**src/rtl/serpc_config.svh**
```systemverilog
`ifndef SERPC_CONFIG_SVH
`define SERPC_CONFIG_SVH

// first fetch address after reset
`define SERPC_RESET_PC 32'd8

`endif

```
**src/rtl/serpc_pkg.sv**
```systemverilog
package serpc_pkg;

   typedef enum logic [2:0] {
      OP_SEQ    = 3'd0,
      OP_JAL    = 3'd1,
      OP_JALR   = 3'd2,
      OP_BRANCH = 3'd3,
      OP_AUIPC  = 3'd4,
      OP_LUI    = 3'd5,
      OP_TRAP   = 3'd6
   } pc_op_e;

   typedef enum logic [1:0] {
      ST_IDLE  = 2'd0,
      ST_RUN   = 2'd1,
      ST_FETCH = 2'd2
   } seq_state_e;

endpackage

```
**src/rtl/ser_ctrl_if.sv**
```systemverilog
`timescale 1ns/1ps

interface ser_ctrl_if;

   // bit position
   logic       pc_en;
   logic [4:2] cnt;
   logic [2:1] cnt_r;
   logic       cnt_done;

   // decoded operation
   logic       jump;
   logic       jal_or_jalr;
   logic       utype;
   logic       pc_rel;
   logic       trap;

   // serial operands, lsb first
   logic       imm_bit;
   logic       buf_bit;
   logic       csr_pc_bit;

   // back from pc control
   logic       rd_bit;
   logic       bad_pc;
   logic       ibus_cyc;

   modport seq (
      output pc_en, cnt, cnt_r, cnt_done,
      output jump, jal_or_jalr, utype, pc_rel, trap,
      output imm_bit, buf_bit, csr_pc_bit,
      input  rd_bit, bad_pc, ibus_cyc
   );

   modport ctrl (
      input  pc_en, cnt, cnt_r, cnt_done,
      input  jump, jal_or_jalr, utype, pc_rel, trap,
      input  imm_bit, buf_bit, csr_pc_bit,
      output rd_bit, bad_pc, ibus_cyc
   );

endinterface

```
**src/rtl/ser_add.sv**
```systemverilog
`timescale 1ns/1ps

module ser_add (
   input  logic clk,
   input  logic i_rst,
   input  logic i_a,
   input  logic i_b,
   input  logic i_clr,
   output logic o_q
);

   logic carry_q;

   assign o_q = i_a ^ i_b ^ carry_q;

   // carry into the next bit position
   always_ff @(posedge clk) begin
      if (i_rst || i_clr) begin
         carry_q <= 1'b0;
      end else begin
         carry_q <= (i_a & i_b) | (carry_q & (i_a ^ i_b));
      end
   end

endmodule

```
**src/rtl/pc_shift_reg.sv**
```systemverilog
`timescale 1ns/1ps

module pc_shift_reg #(
   parameter logic [31:0] RESET_VAL = 32'd0
) (
   input  logic        clk,
   input  logic        i_rst,
   input  logic        i_en,
   input  logic        i_d,
   output logic        o_q,
   output logic [30:0] o_par
);

   logic [31:0] data_q;

   assign o_q   = data_q[0];
   assign o_par = data_q[31:1];

   // new bits enter at the top, old lsb leaves at the bottom
   always_ff @(posedge clk) begin
      if (i_rst) begin
         data_q <= RESET_VAL;
      end else if (i_en) begin
         data_q <= {i_d, data_q[31:1]};
      end
   end

endmodule

```
**src/rtl/serial_pc_ctrl.sv**
```systemverilog
`timescale 1ns/1ps

module serial_pc_ctrl #(
   parameter logic [31:0] RESET_PC = 32'd8
) (
   input  logic        clk,
   input  logic        i_rst,
   ser_ctrl_if.ctrl    bus,
   input  logic        i_ibus_ack,
   output logic [31:0] o_ibus_adr
);

   logic        en_pc_q;
   logic        pc;
   logic [30:0] pc_par;
   logic        plus_4;
   logic        pc_plus_4;
   logic        offset_a;
   logic        offset_b;
   logic        upper_imm;
   logic        pc_plus_offset;
   logic        target;
   logic        new_pc;

   // single one at bit 2
   assign plus_4 = bus.cnt_r[2] & (bus.cnt == 3'd0);

   ser_add ser_add_pc_plus_4 (
      .clk   (clk),
      .i_rst (i_rst),
      .i_a   (pc),
      .i_b   (plus_4),
      .i_clr (bus.cnt_done),
      .o_q   (pc_plus_4)
   );

   // upper immediate keeps bits 31:12
   assign upper_imm = bus.imm_bit & (bus.cnt[4] | (bus.cnt[3:2] == 2'b11));
   assign offset_a  = bus.pc_rel & pc;
   assign offset_b  = bus.utype ? upper_imm : bus.buf_bit;

   ser_add ser_add_pc_plus_offset (
      .clk   (clk),
      .i_rst (i_rst),
      .i_a   (offset_a),
      .i_b   (offset_b),
      .i_clr (~bus.pc_en),
      .o_q   (pc_plus_offset)
   );

   // flag is still low on bit 0, so targets and trap vectors come out even
   assign target = pc_plus_offset & en_pc_q;

   assign new_pc = bus.trap ? (bus.csr_pc_bit & en_pc_q) :
                   bus.jump ? target : pc_plus_4;

   pc_shift_reg #(
      .RESET_VAL (RESET_PC)
   ) pc_reg (
      .clk   (clk),
      .i_rst (i_rst),
      .i_en  (bus.pc_en),
      .i_d   (new_pc),
      .o_q   (pc),
      .o_par (pc_par)
   );

   assign bus.rd_bit   = (bus.utype & target) | (bus.jal_or_jalr & pc_plus_4);
   assign bus.bad_pc   = target;
   assign bus.ibus_cyc = en_pc_q & ~bus.pc_en;
   assign o_ibus_adr   = {pc_par, pc};

   // set while bits flow, cleared once the fetch is taken
   always_ff @(posedge clk) begin
      if (i_rst) begin
         en_pc_q <= 1'b1;
      end else if (bus.pc_en) begin
         en_pc_q <= 1'b1;
      end else if (bus.ibus_cyc && i_ibus_ack) begin
         en_pc_q <= 1'b0;
      end
   end

endmodule

```
**src/rtl/op_sequencer.sv**
```systemverilog
`timescale 1ns/1ps

module op_sequencer (
   input  logic              clk,
   input  logic              i_rst,
   input  logic              i_start,
   input  serpc_pkg::pc_op_e i_op,
   input  logic [31:0]       i_imm,
   input  logic [31:0]       i_rs1,
   input  logic [31:0]       i_trap_pc,
   ser_ctrl_if.seq           bus,
   output logic              o_busy,
   output logic              o_done,
   output logic              o_misaligned,
   output logic [31:0]       o_rd_data
);

   serpc_pkg::seq_state_e state;
   serpc_pkg::pc_op_e     op_q;
   logic [4:0]            cnt_q;
   logic [31:0]           imm_q;
   logic [31:0]           buf_q;
   logic [31:0]           trap_q;
   logic [31:0]           rd_q;
   logic                  mis_q;
   logic                  start;

   // reset fetch also counts as busy
   assign o_busy = (state != serpc_pkg::ST_IDLE) | bus.ibus_cyc;
   assign start  = i_start & ~o_busy;

   assign bus.pc_en    = (state == serpc_pkg::ST_RUN);
   assign bus.cnt      = cnt_q[4:2];
   assign bus.cnt_r[1] = (cnt_q[1:0] == 2'd1);
   assign bus.cnt_r[2] = (cnt_q[1:0] == 2'd2);
   assign bus.cnt_done = bus.pc_en & (cnt_q == 5'd31);

   assign bus.jump        = (op_q == serpc_pkg::OP_JAL) |
                            (op_q == serpc_pkg::OP_JALR) |
                            (op_q == serpc_pkg::OP_BRANCH);
   assign bus.jal_or_jalr = (op_q == serpc_pkg::OP_JAL) |
                            (op_q == serpc_pkg::OP_JALR);
   assign bus.utype       = (op_q == serpc_pkg::OP_AUIPC) |
                            (op_q == serpc_pkg::OP_LUI);
   assign bus.pc_rel      = (op_q == serpc_pkg::OP_JAL) |
                            (op_q == serpc_pkg::OP_BRANCH) |
                            (op_q == serpc_pkg::OP_AUIPC);
   assign bus.trap        = (op_q == serpc_pkg::OP_TRAP);

   assign bus.imm_bit    = imm_q[0];
   assign bus.buf_bit    = buf_q[0];
   assign bus.csr_pc_bit = trap_q[0];

   always_ff @(posedge clk) begin
      if (i_rst) begin
         state        <= serpc_pkg::ST_IDLE;
         op_q         <= serpc_pkg::OP_SEQ;
         cnt_q        <= 5'd0;
         o_done       <= 1'b0;
         o_misaligned <= 1'b0;
         o_rd_data    <= 32'd0;
      end else begin
         o_done <= 1'b0;
         case (state)
            serpc_pkg::ST_IDLE: begin
               if (start) begin
                  state <= serpc_pkg::ST_RUN;
                  op_q  <= i_op;
               end
            end
            serpc_pkg::ST_RUN: begin
               // wraps back to 0 after bit 31
               cnt_q <= cnt_q + 5'd1;
               if (bus.cnt_done) begin
                  state <= serpc_pkg::ST_FETCH;
               end
            end
            serpc_pkg::ST_FETCH: begin
               if (!bus.ibus_cyc) begin
                  state        <= serpc_pkg::ST_IDLE;
                  o_done       <= 1'b1;
                  o_rd_data    <= rd_q;
                  o_misaligned <= mis_q;
               end
            end
            default: begin
               state <= serpc_pkg::ST_IDLE;
            end
         endcase
      end
   end

   // operand serializers and result collection
   always_ff @(posedge clk) begin
      if (start) begin
         imm_q  <= i_imm;
         buf_q  <= (i_op == serpc_pkg::OP_JALR) ? i_rs1 : i_imm;
         trap_q <= i_trap_pc;
      end else if (bus.pc_en) begin
         imm_q  <= {1'b0, imm_q[31:1]};
         buf_q  <= {1'b0, buf_q[31:1]};
         trap_q <= {1'b0, trap_q[31:1]};
         rd_q   <= {bus.rd_bit, rd_q[31:1]};
      end
      // target bit 1
      if (bus.pc_en && (bus.cnt == 3'd0) && bus.cnt_r[1]) begin
         mis_q <= bus.jump & bus.bad_pc;
      end
   end

endmodule

```
**src/rtl/serial_pc_top.sv**
```systemverilog
`timescale 1ns/1ps
`include "serpc_config.svh"

module serial_pc_top (
   input  logic              clk,
   input  logic              i_rst,
   input  logic              i_start,
   input  serpc_pkg::pc_op_e i_op,
   input  logic [31:0]       i_imm,
   input  logic [31:0]       i_rs1,
   input  logic [31:0]       i_trap_pc,
   input  logic              i_ibus_ack,
   output logic              o_busy,
   output logic              o_done,
   output logic [31:0]       o_rd_data,
   output logic              o_misaligned,
   output logic [31:0]       o_ibus_adr,
   output logic              o_ibus_cyc
);

   ser_ctrl_if ctrl_bus ();

   op_sequencer sequencer (
      .clk          (clk),
      .i_rst        (i_rst),
      .i_start      (i_start),
      .i_op         (i_op),
      .i_imm        (i_imm),
      .i_rs1        (i_rs1),
      .i_trap_pc    (i_trap_pc),
      .bus          (ctrl_bus.seq),
      .o_busy       (o_busy),
      .o_done       (o_done),
      .o_misaligned (o_misaligned),
      .o_rd_data    (o_rd_data)
   );

   serial_pc_ctrl #(
      .RESET_PC (`SERPC_RESET_PC)
   ) pc_ctrl (
      .clk        (clk),
      .i_rst      (i_rst),
      .bus        (ctrl_bus.ctrl),
      .i_ibus_ack (i_ibus_ack),
      .o_ibus_adr (o_ibus_adr)
   );

   assign o_ibus_cyc = ctrl_bus.ibus_cyc;

endmodule

```
**config.mk**
```make
export PLATFORM = sky130hd
export DESIGN_NAME = serial_pc_top
export DESIGN_NICKNAME = d
export VERILOG_FILES = /design/src/rtl/serpc_pkg.sv /design/src/rtl/ser_ctrl_if.sv /design/src/rtl/ser_add.sv /design/src/rtl/pc_shift_reg.sv /design/src/rtl/serial_pc_ctrl.sv /design/src/rtl/op_sequencer.sv /design/src/rtl/serial_pc_top.sv
export VERILOG_INCLUDE_DIRS = /design/src /design/src/rtl
export SDC_FILE = /design/constraint.sdc
export NUM_CORES = 1
export LEC_CHECK = 0
export BUFFER_PORTS_ARGS = -buffer_cell sky130_fd_sc_hd__buf_2
export CAP_MARGIN = 20
export CORE_MARGIN = 2
export CORE_UTILIZATION = 45
export DETAILED_ROUTE_END_ITERATION = 10
export PLACE_DENSITY = 0.68
export SETUP_SLACK_MARGIN = 0.05
export SLEW_MARGIN = 5
export SYNTH_ARGS = -nofsm -noshare
export SYNTH_HDL_FRONTEND = slang
export SYNTH_SLANG_ARGS = --single-unit
```
**constraint.sdc**
```tcl
create_clock -name clk -period 5.85 [get_ports clk]
set_input_delay 0.2925 -clock clk [delete_from_list [all_inputs] [get_ports clk]]
set_output_delay 0.2925 -clock clk [all_outputs]
set_load 0.005 [all_outputs]
```
==> results.py <==
metrics = {
    "timing": {
        "period_share": 0.463,
        "final-setup-viol-count": 0,
        "drv_slew": 0,
        "finalHoldViolCount": 0,
        "worst_pin_slew_ps": 836,
        "finalCriticalPeriod_ps": 2710,
        "worst_clock_skew_ps": 6.73,
        "rsz0062_at_grt": "no",
        "slew_headroom": 0.443,
        "holdWs_ps": 55.8,
        "fin_tns_setup_ps": 0,
        "clock.fmax_mhz": 369,
    },
    "routing": {
        "wl_per_cell_um": 14.0,
        "wl_met2_um": 7530,
        "route.vias.total": 5944,
        "firstDrtPassIters": 5,
        "drtAntennaViolNets": 0,
        "top_layer": "met5",
        "avgViaCountPerCell": 4.90,
        "wl_met3_um": 1160,
        "wirelength_met1_um": 7920,
        "routed_wl_um": 16900,
        "drc": 0,
        "first_iter_violations": 375,
    },
    "placed_design": {
        "hpwl_um": 10600,
        "globalplace.congestion": 0.736,
        "io_buffers": 170,
    },
    "worst_hold_path": {
        "hp-class": "in2reg",
    },
    "synthesis": {
        "yosys.area.top_type_share": 0.463,
        "netlist_area_um2": 8360,
        "synth_top_cell_by_area": "edfxtp_1",
        "synth.area.top_cells": "edfxtp_1 (46%), dfxtp_1 (19%), nand2_1 (16%), a21oi_1 (4.3%), mux2i_1 (3.8%)",
        "yosysSeqAreaShare": 0.652,
        "synth_flop_cell": "edfxtp_1",
        "postSynthCellCount": 816,
        "synth_enable_flop_cells": 129,
        "avgSynthCellArea_um2": 10.2,
        "ys_warn_count": 0,
        "ys_async_sr_fraction": 0,
        "synth_fp_nets": 925,
        "yosysUniqueCellTypes": 33,
        "ys_ff_latch": 208,
    },
    "critical_path": {
        "cp_data_required_time_ps": 6050,
        "path_max_fanout": 43,
        "endpoint_kind": "flop",
        "startpoint_type": "flop",
        "critPathArrivalTime_ps": 2920,
        "crit_type": "reg2reg",
    },
    "final_layout": {
        "antenna_cells": 0,
        "final_cell_mix": "nand2_1 (362), buf_2 (170), edfxtp_1 (129), dfxtp_1 (79), a21oi_1 (71)",
        "fin_nets": 1076,
        "area_delta_synth_final_pct": 19.9,
        "drive_gt1_frac": 0.225,
        "final_common_cell": "nand2_1",
    },
    "floorplan": {
        "die-area_um2": 19700,
        "num_io_pins": 171,
        "die_h_um": 140,
        "num_rows": 49,
        "start_util": 0.462,
        "die_w_um": 140,
        "core_area_um2": 18100,
    },
    "cts": {
        "post_cts_buffers": 0,
        "cts_tree": "built",
        "hold_buffers": 0,
        "clk_pin_slew_ps": 60,
        "root_buffer": "clkbuf_16",
        "cts_resized": 0,
        "cts_sinks": 208,
        "cts_buffers": 23,
        "cts_max_level": 1,
        "clock_path_buffers": 3,
        "insertion_delay_ps": 490,
    },
    "power_and_ir_drop": {
        "power_frac_clock": 0.426,
        "p_int_uw": 2600,
        "pwr-share-comb": 0.067,
        "ir_worst_vdd_v": 0.000203,
        "net-switching-power_uw": 733,
        "leakage_uw": 0.00413,
        "switching_share": 0.220,
        "powerDensity_nw_per_um2": 333,
        "seqPwrFrac": 0.506,
    },
    "global_routing": {
        "grt_pass1_wl_um": 27400,
        "overflow": 0,
        "grt_usage": 0.169,
        "grt_start_max_net_pins": 84,
        "antenna_found_initial": 2,
        "grt_pass1_vias": 5448,
    },
    "run_status": {
        "outcome": "complete, no violations",
    },
    "flow_run": {
        "cap_violations": 0,
    },
}
==> cell families after synthesis <==
group / synth area share
AO/OA/AOI/OAI: 0.0694
XOR/XNOR: 0.00314
adder cells (fa/ha/maj): 0.0108
buffers and inverters: 0.0403
flip-flops: 0.653
multiplexers: 0.0397
AND/OR/NAND/NOR: 0.184
==> worst max-delay path, cell delays in order (launching register included) <==
cell	delay (ps)
dfxtp_1	370
nand2b_2	560
inv_2	770
buf_4	460
and3_1	230
==> per-layer routing <==
layer / global-route usage / vias to the layer above
li1: - / 3021
met1: 0.248 / 2737
met2: 0.254 / 159
met3: 0.0397 / 25
met4: 0.0463 / 2
met5: 0 / -
==> registers in the layout, indices dropped and copies added, names as in the netlist, 2 cells and up <==
register / cells
sequencer.cnt_q: 5
sequencer.rd_q: 32
sequencer.trap_q: 32
sequencer.op_q: 3
sequencer.state: 2
pc_ctrl.pc_reg.data_q: 32
sequencer.imm_q: 32
sequencer.buf_q: 32
sequencer.o_rd_data: 32
==> synth_stat cells, types with 3 or more instances <==
master      n
nand2_1   363
edfxtp_1  129
dfxtp_1    79
a21oi_1    71
mux2i_1    32
o21ai_0    24
clkbuf_1   20
buf_2      17
nor2_1     11
buf_6       8
inv_1       8
o21ai_1     8
buf_4       7
and3_1      4
ha_1        4
a211oi_1    3
and2_1      3
nand2b_1    3
nor3_1      3
==> metrics by stage <==
stage                     area, um2  setup slack, ps  power (uW)  utilization  instances
after floorplan                8360             2300        1870            -        816
after global placement         9280             3140        1940        0.513       1171
after detailed placement       9280             3070        1950        0.513       1171
after CTS                     10000             3070        3370        0.554       1212
after global routing          10000             2870        3460        0.554       1212
final                         10000             3140        3330        0.554       1212
==> final cells by class <==
cell class              count  area (um2)
clock buffers              32         649
clock inverters             9        96.3
fillers                  1646        8060
inverters                   9        33.8
multi-input cells         547        2590
flip-flops and latches    208        5460
well taps                 229         287
repair buffers            178         911
==> power by group through the flow <==
stage                     combinational (uW)  clock (uW)  sequential, uW
after floorplan                          158           0            1710
after global placement                   225           0            1720
after detailed placement                 230           0            1720
after CTS                                230        1450            1690
after global routing                     261        1510            1690
final                                    225        1420            1690
==> path summary, 6_finish.rpt <==
kind                          start                      to  slack (ps)  depth (start not counted)
min                   i_trap_pc[11]    sequencer.trap_q[11]          60                          3
max reg2reg      sequencer.state[1]         sequencer.mis_q        3140                          4
max              sequencer.state[1]         sequencer.mis_q        3140                          4
min reg2reg  sequencer.o_rd_data[6]  sequencer.o_rd_data[6]         450                          2
(Power assumes the default switching activity.)
